File: config.mk
export PLATFORM = sky130hd
export DESIGN_NAME = mem_subsystem
export DESIGN_NICKNAME = d
export VERILOG_FILES = /design/src/mem_pkg.sv /design/src/mem_req_if.sv /design/src/bus_decoder.sv /design/src/fetch_buffer.sv /design/src/timer_regs.sv /design/src/mem_arbiter.sv /design/src/mem_subsystem.sv
export SDC_FILE = /design/constraint.sdc
export NUM_CORES = 1
export LEC_CHECK = 0
export BUFFER_PORTS_ARGS = -buffer_cell sky130_fd_sc_hd__buf_2
export CELL_PAD_IN_SITES_DETAIL_PLACEMENT = 1
export CELL_PAD_IN_SITES_GLOBAL_PLACEMENT = 1
export CORE_MARGIN = 2
export CORE_UTILIZATION = 34
export DETAILED_ROUTE_END_ITERATION = 6
export GPL_TIMING_DRIVEN = 0
export PLACE_DENSITY = 0.9
export SLEW_MARGIN = 20
export SYNTH_ARGS = -nofsm -noshare
export SYNTH_HDL_FRONTEND = slang
export SYNTH_SLANG_ARGS = --single-unit
File: constraint.sdc
create_clock -name clk_i -period 4.4 [get_ports clk_i]
set_input_delay 0.66 -clock clk_i [delete_from_list [all_inputs] [get_ports clk_i]]
set_output_delay 0.66 -clock clk_i [all_outputs]
set_load 0.1 [all_outputs]
File: src/mem_pkg.sv
// Word, address and strobe types, address decode bits and arbiter states.
package mem_pkg;

    // ##########################################################################
    // Bus types.
    // ##########################################################################

    typedef logic [31:0] word_t;
    typedef logic [31:0] addr_t;
    typedef logic [16:0] waddr_t;   // Byte address bits 18:2.
    typedef logic [3:0]  strb_t;    // Nonzero means write.

    // ##########################################################################
    // Address decode.
    // ##########################################################################

    localparam int MEM_SEL_BIT   = 30;  // External memory.
    localparam int TIMER_SEL_BIT = 28;  // Timer when bit 30 is clear.
    localparam int WADDR_MSB     = 18;
    localparam int WADDR_LSB     = 2;

    // Arbiter grant.
    typedef enum logic [1:0] {
        IDLE,
        DATA,
        FETCH
    } grant_e;

endpackage

File: src/mem_req_if.sv
// Valid/ready memory request channel with requester and responder modports.
`timescale 1ns/1ns

interface mem_req_if;
    import mem_pkg::*;

    logic   valid;
    logic   ready;
    strb_t  wstrb;  // Zero for reads.
    waddr_t addr;
    word_t  wdata;
    word_t  rdata;  // Sampled in the ready cycle.

    modport requester (
        output valid, wstrb, addr, wdata,
        input  ready, rdata
    );

    modport responder (
        input  valid, wstrb, addr, wdata,
        output ready, rdata
    );

endinterface

File: src/bus_decoder.sv
// Core data bus decoder routing accesses to external memory or the timer.
`timescale 1ns/1ns

module bus_decoder (
    input  logic           data_sel_i,
    input  mem_pkg::addr_t data_addr_i,
    input  mem_pkg::word_t data_wdata_i,
    input  mem_pkg::strb_t data_mask_i,
    output mem_pkg::word_t data_rdata_o,
    output logic           data_stall_o,

    mem_req_if.requester   mem_ch,
    mem_req_if.requester   timer_ch
);
    import mem_pkg::*;

    logic   mem_hit;
    logic   timer_hit;
    waddr_t word_addr;

    // Memory wins over the timer.
    assign mem_hit   = data_addr_i[MEM_SEL_BIT];
    assign timer_hit = !data_addr_i[MEM_SEL_BIT] && data_addr_i[TIMER_SEL_BIT];
    assign word_addr = data_addr_i[WADDR_MSB:WADDR_LSB];

    assign mem_ch.valid = data_sel_i && mem_hit;
    assign mem_ch.wstrb = data_mask_i;
    assign mem_ch.addr  = word_addr;
    assign mem_ch.wdata = data_wdata_i;

    assign timer_ch.valid = data_sel_i && timer_hit;
    assign timer_ch.wstrb = data_mask_i;
    assign timer_ch.addr  = word_addr;
    assign timer_ch.wdata = data_wdata_i;

    // Read data and stall from the selected channel.
    always_comb begin
        if (mem_hit) begin
            data_rdata_o = mem_ch.rdata;
            data_stall_o = data_sel_i && !mem_ch.ready;
        end else if (timer_hit) begin
            data_rdata_o = timer_ch.rdata;
            data_stall_o = data_sel_i && !timer_ch.ready;
        end else begin
            data_rdata_o = '0;      // Unmapped.
            data_stall_o = 1'b0;
        end
    end

endmodule

File: src/fetch_buffer.sv
// One-word instruction fetch buffer that reads memory on a miss.
`timescale 1ns/1ns

module fetch_buffer (
    input  logic            clk_i,
    input  logic            rst_n_i,

    input  mem_pkg::waddr_t fetch_addr_i,
    output mem_pkg::word_t  fetch_word_o,
    output logic            fetch_wait_o,

    mem_req_if.requester    mem_ch
);
    import mem_pkg::*;

    waddr_t tag_q;
    word_t  word_q;
    logic   valid_q;
    logic   hit;
    logic   fill;

    assign hit  = valid_q && (tag_q == fetch_addr_i);
    assign fill = mem_ch.valid && mem_ch.ready;

    assign fetch_word_o = word_q;
    assign fetch_wait_o = !hit;

    // Read request held until the fill; the core keeps the address stable.
    assign mem_ch.valid = !hit;
    assign mem_ch.wstrb = '0;
    assign mem_ch.addr  = fetch_addr_i;
    assign mem_ch.wdata = '0;

    // ##########################################################################
    // Buffer state.
    // ##########################################################################

    always_ff @(posedge clk_i or negedge rst_n_i) begin
        if (!rst_n_i) begin
            valid_q <= 1'b0;
        end else if (fill) begin
            valid_q <= 1'b1;
        end
    end

    always_ff @(posedge clk_i) begin
        if (fill) begin
            tag_q  <= fetch_addr_i;
            word_q <= mem_ch.rdata;     // Hit seen one cycle later.
        end
    end

endmodule

File: src/timer_regs.sv
// Free-running cycle counter with byte-wise load through a request channel.
`timescale 1ns/1ns

module timer_regs (
    input  logic          clk_i,
    input  logic          rst_n_i,

    mem_req_if.responder  bus
);
    import mem_pkg::*;

    word_t count_q;
    word_t count_d;

    assign bus.ready = 1'b1;        // Never stalls.
    assign bus.rdata = count_q;

    // A write replaces the increment for that cycle.
    always_comb begin
        count_d = count_q + 32'd1;
        if (bus.valid && (bus.wstrb != '0)) begin
            for (int i = 0; i < 4; i++) begin
                count_d[8*i +: 8] = bus.wstrb[i] ? bus.wdata[8*i +: 8]
                                                 : count_q[8*i +: 8];
            end
        end
    end

    always_ff @(posedge clk_i or negedge rst_n_i) begin
        if (!rst_n_i) begin
            count_q <= '0;
        end else begin
            count_q <= count_d;
        end
    end

endmodule

File: src/mem_arbiter.sv
// Arbiter granting data or fetch requests onto the external memory bus.
`timescale 1ns/1ns

module mem_arbiter (
    input  logic            clk_i,
    input  logic            rst_n_i,

    mem_req_if.responder    data_ch,
    mem_req_if.responder    fetch_ch,

    output logic            mem_valid_o,
    input  logic            mem_ready_i,
    output mem_pkg::strb_t  mem_wstrb_o,
    output mem_pkg::waddr_t mem_addr_o,
    output mem_pkg::word_t  mem_wdata_o,
    input  mem_pkg::word_t  mem_rdata_i
);
    import mem_pkg::*;

    grant_e state_q;
    grant_e state_d;
    logic   done;

    assign done = mem_valid_o && mem_ready_i;

    // ##########################################################################
    // Grant FSM.
    // ##########################################################################

    always_comb begin
        state_d = state_q;
        case (state_q)
            IDLE: begin
                if (data_ch.valid) begin
                    state_d = DATA;         // Data first.
                end else if (fetch_ch.valid) begin
                    state_d = FETCH;
                end
            end
            DATA, FETCH: begin
                if (done) begin
                    state_d = IDLE;
                end
            end
            default: state_d = IDLE;
        endcase
    end

    always_ff @(posedge clk_i or negedge rst_n_i) begin
        if (!rst_n_i) begin
            state_q <= IDLE;
        end else begin
            state_q <= state_d;
        end
    end

    // ##########################################################################
    // Payload and response routing.
    // ##########################################################################

    always_comb begin
        mem_valid_o = 1'b0;
        mem_wstrb_o = '0;
        mem_addr_o  = '0;
        mem_wdata_o = '0;
        if (state_q == DATA) begin
            mem_valid_o = data_ch.valid;
            mem_wstrb_o = data_ch.wstrb;
            mem_addr_o  = data_ch.addr;
            mem_wdata_o = data_ch.wdata;
        end else if (state_q == FETCH) begin
            mem_valid_o = fetch_ch.valid;
            mem_wstrb_o = fetch_ch.wstrb;
            mem_addr_o  = fetch_ch.addr;
            mem_wdata_o = fetch_ch.wdata;
        end
    end

    assign data_ch.ready  = (state_q == DATA) && mem_ready_i;
    assign data_ch.rdata  = (state_q == DATA) ? mem_rdata_i : '0;
    assign fetch_ch.ready = (state_q == FETCH) && mem_ready_i;
    assign fetch_ch.rdata = (state_q == FETCH) ? mem_rdata_i : '0;

endmodule

File: src/mem_subsystem.sv
// Memory subsystem top level with core data, fetch and external memory ports.
`timescale 1ns/1ns

module mem_subsystem (
    input  logic            clk_i,
    input  logic            rst_n_i,

    // Core data bus.
    input  logic            data_sel_i,
    input  mem_pkg::addr_t  data_addr_i,
    input  mem_pkg::word_t  data_wdata_i,
    input  mem_pkg::strb_t  data_mask_i,
    output mem_pkg::word_t  data_rdata_o,
    output logic            data_stall_o,

    // Instruction fetch.
    input  mem_pkg::waddr_t fetch_addr_i,
    output mem_pkg::word_t  fetch_word_o,
    output logic            fetch_wait_o,

    // External memory.
    output logic            mem_valid_o,
    input  logic            mem_ready_i,
    output mem_pkg::strb_t  mem_wstrb_o,
    output mem_pkg::waddr_t mem_addr_o,
    output mem_pkg::word_t  mem_wdata_o,
    input  mem_pkg::word_t  mem_rdata_i
);

    mem_req_if data_ch ();
    mem_req_if fetch_ch ();
    mem_req_if timer_ch ();

    bus_decoder i_bus_decoder (
        .data_sel_i   (data_sel_i),
        .data_addr_i  (data_addr_i),
        .data_wdata_i (data_wdata_i),
        .data_mask_i  (data_mask_i),
        .data_rdata_o (data_rdata_o),
        .data_stall_o (data_stall_o),
        .mem_ch       (data_ch.requester),
        .timer_ch     (timer_ch.requester)
    );

    fetch_buffer i_fetch_buffer (
        .clk_i        (clk_i),
        .rst_n_i      (rst_n_i),
        .fetch_addr_i (fetch_addr_i),
        .fetch_word_o (fetch_word_o),
        .fetch_wait_o (fetch_wait_o),
        .mem_ch       (fetch_ch.requester)
    );

    timer_regs i_timer_regs (
        .clk_i   (clk_i),
        .rst_n_i (rst_n_i),
        .bus     (timer_ch.responder)
    );

    mem_arbiter i_mem_arbiter (
        .clk_i       (clk_i),
        .rst_n_i     (rst_n_i),
        .data_ch     (data_ch.responder),
        .fetch_ch    (fetch_ch.responder),
        .mem_valid_o (mem_valid_o),
        .mem_ready_i (mem_ready_i),
        .mem_wstrb_o (mem_wstrb_o),
        .mem_addr_o  (mem_addr_o),
        .mem_wdata_o (mem_wdata_o),
        .mem_rdata_i (mem_rdata_i)
    );

endmodule

---- Yosys cells after proc, flatten, opt, wreduce, memory -nomap -nowiden ----
Cells that the tools add are included.
cells by class
  $add $sub $neg .......................... 1
  equality and inequality tests ........... 9
  muxes and demuxes ....................... 19
  reductions and logical operators ........ 17
operators by type and width
  cell                                                                      number
  32-bit two-way mux                                                        5
  17-bit two-way mux                                                        2
  32-bit by 1-bit adder with 32-bit output (second input constant)          1
  8-bit two-way mux                                                         4
  17-bit equality test                                                      1
  1-bit logical AND                                                         10
  2-bit inequality test (second input constant)                             4
  2-bit two-way mux                                                         3
  4-bit two-way mux                                                         1
  2-bit one-hot mux with 2 select lines                                     1
  4-bit nonzero test                                                        1
  1-bit zero test                                                           3
  1-bit two-way mux                                                         3
  3-bit by 2-bit inequality test with 1-bit output (second input constant)  1
  2-bit by 1-bit equality test with 1-bit output (second input constant)    1
  2-bit equality test (second input constant)                               1
  2-bit zero test                                                           1
  2-bit by 1-bit inequality test with 1-bit output (second input constant)  1
  2-bit AND reduction                                                       1
  2-bit OR reduction                                                        1
word-level totals
  bits in registers ....................... 84
  input bits .............................. 121
  output and inout bits ................... 120

---- Depth between registers and ports, before layout ----
  depth in word-level cells ............... 8
  gate-level depth with buffers ........... 9

---- Cells and area by module ----
Synthesis repeated with hierarchy kept, for this count alone.
second synthesis, totals
  cell total of the unflattened synthesis .. 673
  area total of the unflattened synthesis .. 6,512.5 sq um
modules (own cells, without submodules)
  module        instances  cells an instance  area each (sq um)  seq. area each (sq um)
  fetch_buffer  1          131                2,120.8            1,496.4
  timer_regs    1          229                1,998.2            800.8
  bus_decoder   1          152                1,233.7            0.0
  mem_arbiter   1          161                1,159.9            50.0

---- Worst setup path after synthesis ----
No wires, ideal clock.
  path kind ............................... flip-flop to output port
  start ................................... reg i_mem_arbiter.state_q[0]
  end ..................................... out mem_addr_o[0]
  data arrival time ....................... 3,120 ps
  data required time ...................... 3,740 ps
  path slack .............................. 620 ps
  cell stages (with the launch flop) ...... 6
  path through ............................ dfrtp_1 inv_1 ha_1 clkbuf_1 nand2_1 o21ai_0
between the ends
  word-level cells in the longest chain between the ends .. 3
  elaborated cells between the ends (all ways) .. 4
  those cells by class .................... eq/ne: 2; mux: 2
RTL lines
  item                    RTL line             RTL
  start, declared         mem_arbiter.sv:20    grant_e state_q;
  start signal, assigned  mem_arbiter.sv:53    state_q <= state_d;
  2-bit equality test     mem_arbiter.sv:71    end else if (state_q == FETCH) begin
  17-bit two-way mux      mem_arbiter.sv:71
  17-bit two-way mux (*)  mem_arbiter.sv:66    if (state_q == DATA) begin
  end, declared           mem_subsystem.sv:25  output mem_pkg::waddr_t mem_addr_o,
Every way passes the cells marked *; elsewhere a longest branch is shown, timed or not.

---- Worst setup path in the final report ----
  start ................................... reg i_mem_arbiter.state_q[1]
  end ..................................... out data_rdata_o[30]
between the ends
  word-level cells in the longest chain between the ends .. 3
RTL lines
  item                                            RTL line             RTL
  2-bit by 1-bit equality test with 1-bit output  mem_arbiter.sv:80    assign data_ch.rdata = (state_q == DATA) ? mem_rdata_i : '0;
  32-bit two-way mux                              mem_arbiter.sv:80
  32-bit two-way mux                              bus_decoder.sv:38    if (mem_hit) begin
  end, declared                                   mem_subsystem.sv:13  output mem_pkg::word_t data_rdata_o,
No other way between the ends.

==> impl_metrics.env <==
export IMPL_grt_total_usage_pct=24.9
export IMPL_syn_inst=523
export IMPL_yosysSeqAreaShare_pct=46.6
export IMPL_hold_path_class="input pin to asynchronous set/reset pin"
export IMPL_vias=5280
export IMPL_core_area_sq_um=14500
export IMPL_grt_use_met1_pct=31.7
export IMPL_reg2reg_depth=6
export IMPL_clock_latency_ns=0.34
export IMPL_die_area_sq_um=15800
export IMPL_drive_above_1_share_pct=35.1
export IMPL_drt_first_iter_violations=443
export IMPL_critPathKind="flop to output port"
export IMPL_synthArstFlopShare_pct=41.7
export IMPL_dp_hpwl_mm=15.4
export IMPL_final_area_sq_um=6770
export IMPL_root_buffer="clkbuf_16"
export IMPL_ys_warn_count=0
export IMPL_numPortBuffers=226
export IMPL_timing_critical_path_from_type="flop"
export IMPL_ios=241
export IMPL_synth_nets=648
export IMPL_fin_nets=886
export IMPL_p_comb_share_pct=57.3
export IMPL_cp_required_ns=3.74
export IMPL_dpl_instance_area_sq_um=6440
export IMPL_synth_most_common_cell="and2_1"
export IMPL_dp_cells=934
export IMPL_htreeDepth=3
export IMPL_synth_flop_cell="edfxtp_1"
export IMPL_switchingPower_mw=2.79
export IMPL_vias_per_cell=5.54
export IMPL_avgSynthCellArea_sq_um=9.64
export IMPL_stdcell_count=953
export IMPL_worstMarginPinSlew_ns=0.865
export IMPL_p_int_mw=2.09
export IMPL_power_share_clock_pct=17.1
export IMPL_hold_buffers=0
export IMPL_hold_viol=0
export IMPL_cts_buffer_depth=2
export IMPL_met2_usage_pct=43.6
export IMPL_path_clk_slew_ns=0.07
export IMPL_status="complete, no violations"
export IMPL_drc=0
export IMPL_post_cts_buffers=0
export IMPL_synth_cell_types=58
export IMPL_maxCapViolCount=0
export IMPL_totalWireLength_mm=19.9
export IMPL_firstDrtPassIters=7
export IMPL_grt_max_degree=36
export IMPL_worstReg2RegStart="i_mem_arbiter.state_q[0]$_DFFE_PN0P_"
export IMPL_grt_pass1_vias=5319
export IMPL_placementRows=44
export IMPL_finalCritPeriodShare_pct=87.4
export IMPL_grt_overflow=0
export IMPL_seq_power_share_pct=25.6
export IMPL_critical_path_arrival_ns=3.18
export IMPL_syn_cell_area_sq_um=5040
export IMPL_power_leakage_nw=3.02
export IMPL_relSlewSlack_pct=42.4
export IMPL_setup_viol_count_final=0
export IMPL_areaGrowthSynthToFinish_pct=34.3
export IMPL_yosys_top_cells_count="71 x and2_1, 57 x nand2_1, 49 x edfxtp_1"
export IMPL_die_h_um=126
export IMPL_top_usage_layer="met2"
export IMPL_die_x_um=126
export IMPL_grt_first_pass_wirelength_mm=30.8
export IMPL_fmax_mhz=260
export IMPL_routabilityCongestion=0.913
export IMPL_finalMaxSlewViolations=0
export IMPL_hold_worst_slack_ns=0.427
export IMPL_p_per_area_nw_per_um2=720
export IMPL_critPathMaxFanout=10
export IMPL_rsz0062_at_grt="no"
export IMPL_ant_nets=0
export IMPL_antenna_found_initial=3
export IMPL_r2r_end="i_fetch_buffer.tag_q[3]$_DFFE_PP_"
export IMPL_initial_core_util_pct=34.7
export IMPL_end_kind="output port"
export IMPL_switching_share_pct=57.1
export IMPL_reg2reg_slack_ns=1.77
export IMPL_fin_skew_ns=0.0111
export IMPL_cts_tree="built"
export IMPL_post_cts_resized=0
export IMPL_yosys_top_cells_area="edfxtp_1 29%, dfrtp_1 17%, and2_1 8.8%"
export IMPL_ir_worst_vdd_mv=0.223
export IMPL_fin_util_pct=46.6
export IMPL_synth_edf_count=49
export IMPL_wl_per_cell_um=20.9
export IMPL_synth_top_area_cell="edfxtp_1"
export IMPL_cts_sinks=84
export IMPL_ys_seq_elements=84
export IMPL_synth_top_area_share_pct=29.2
export IMPL_post_route_min_period_ns=3.84
export IMPL_grtUsageMet3_pct=3.19
export IMPL_cts_buffers=9
==> power groups by stage <==
stage / clock network, mW / logic, mW / registers [mW]
2_1_floorplan: 0 / 1.74 / 1.72
3_3_place_gp: 0 / 2.72 / 1.25
3_5_place_dp: 0 / 2.78 / 1.26
4_1_cts: 0.841 / 2.80 / 1.24
5_1_grt: 0.879 / 2.91 / 1.27
6_report: 0.834 / 2.80 / 1.25
==> flip-flops by register name, summed over array words and instances, names as in the netlist <==
name,flops
i_mem_arbiter.state_q,2
i_fetch_buffer.fetch_word_o,32
i_fetch_buffer.tag_q,17
i_fetch_buffer.valid_q,1
i_timer_regs.bus.rdata,32
==> worst max-delay path, cell delays in order (launching register included) <==
cell	delay, ns
dfrtp_1	0.43
inv_1	0.12
ha_1	0.16
clkbuf_1	0.39
and2_1	0.20
clkbuf_1	0.30
clkbuf_1	0.51
a22o_1	0.28
buf_2	0.45
==> cell families (layout without fill, tap and decap cells) <==
group	after synthesis	count (layout)	share of synthesized area [%]
AO/OA/AOI/OAI	135	135	19.1
XOR/XNOR	17	17	2.95
adder cells (fa/ha/maj)	4	4	0.993
buffers and inverters	42	285	3.85
flip-flops	84	84	46.6
multiplexers	2	2	0.397
other	0	3	0
AND/OR/NAND/NOR	239	239	26.1
==> layer usage <==
metal,wire [um],part of all wire (%),vias up
li1,-,-,2413
met1,8290,42,2628
met2,10200,51,208
met3,972,4.9,31
met4,522,2.6,0
met5,0,0,-
==> area by class of cell <==
type,instances,area (sq um)
Inverter,6,22.5
Buffer,36,171
Antenna cell,3,7.51
Clock buffer,9,225
Timing Repair Buffer,227,1160
Sequential cell,84,2350
Tap cell,184,230
Fill cell,1766,7760
Multi-Input combinational cell,397,2510
Clock inverter,7,100
==> cells in the final DEF, fill, tap and decap left out, types with 3 or more instances in the layout <==
| master | count |
|---|---|
| dfrtp_1 | 35 |
| edfxtp_1 | 49 |
| nor3_1 | 6 |
| o32ai_1 | 3 |
| a31oi_1 | 3 |
| buf_2 | 228 |
| and4_1 | 5 |
| a211oi_1 | 9 |
| diode_2 | 3 |
| and3_1 | 12 |
| ha_1 | 4 |
| nor4_1 | 7 |
| o221a_2 | 7 |
| clkbuf_1 | 28 |
| and2_1 | 71 |
| inv_1 | 6 |
| nand4_1 | 12 |
| buf_6 | 4 |
| nand2_1 | 57 |
| nor2_1 | 27 |
| a21oi_1 | 27 |
| o21ai_0 | 28 |
| xor2_1 | 16 |
| nand2b_1 | 4 |
| a221o_1 | 3 |
| nor2b_1 | 3 |
| clkbuf_16 | 9 |
| clkinvlp_4 | 3 |
| a22o_1 | 33 |
| nand3_1 | 20 |
==> worst max-delay path by stage <==
stage / startpoint / end / slack [ns] / cells past startpoint
CTS: i_mem_arbiter.state_q[1]$_DFFE_PN0P_ / data_rdata_o[30] / 0.59 / 8
detailed placement: i_mem_arbiter.state_q[1]$_DFFE_PN0P_ / data_rdata_o[30] / 0.97 / 8
global route: i_mem_arbiter.state_q[1]$_DFFE_PN0P_ / data_rdata_o[30] / 0.38 / 8
floorplan: i_mem_arbiter.state_q[0]$_DFFE_PN0P_ / mem_addr_o[0] / 0.62 / 5
global placement: fetch_addr_i[10] / i_fetch_buffer.fetch_word_o[4]$_SDFFCE_PP0P_ / -0.33 / 6
finish: i_mem_arbiter.state_q[1]$_DFFE_PN0P_ / data_rdata_o[30] / 0.56 / 8
==> stage by stage <==
stage | setup WS [ns] | TNS [ns] | total power, mW
2_1_floorplan | 0.620 | 0 | 3.46
5_1_grt | 0.384 | 0 | 5.06
6_report | 0.556 | 0 | 4.88
3_3_place_gp | -0.329 | -16.04 | 3.97
3_5_place_dp | 0.971 | 0 | 4.04
4_1_cts | 0.594 | 0 | 4.88
(Power assumes the default switching activity.)
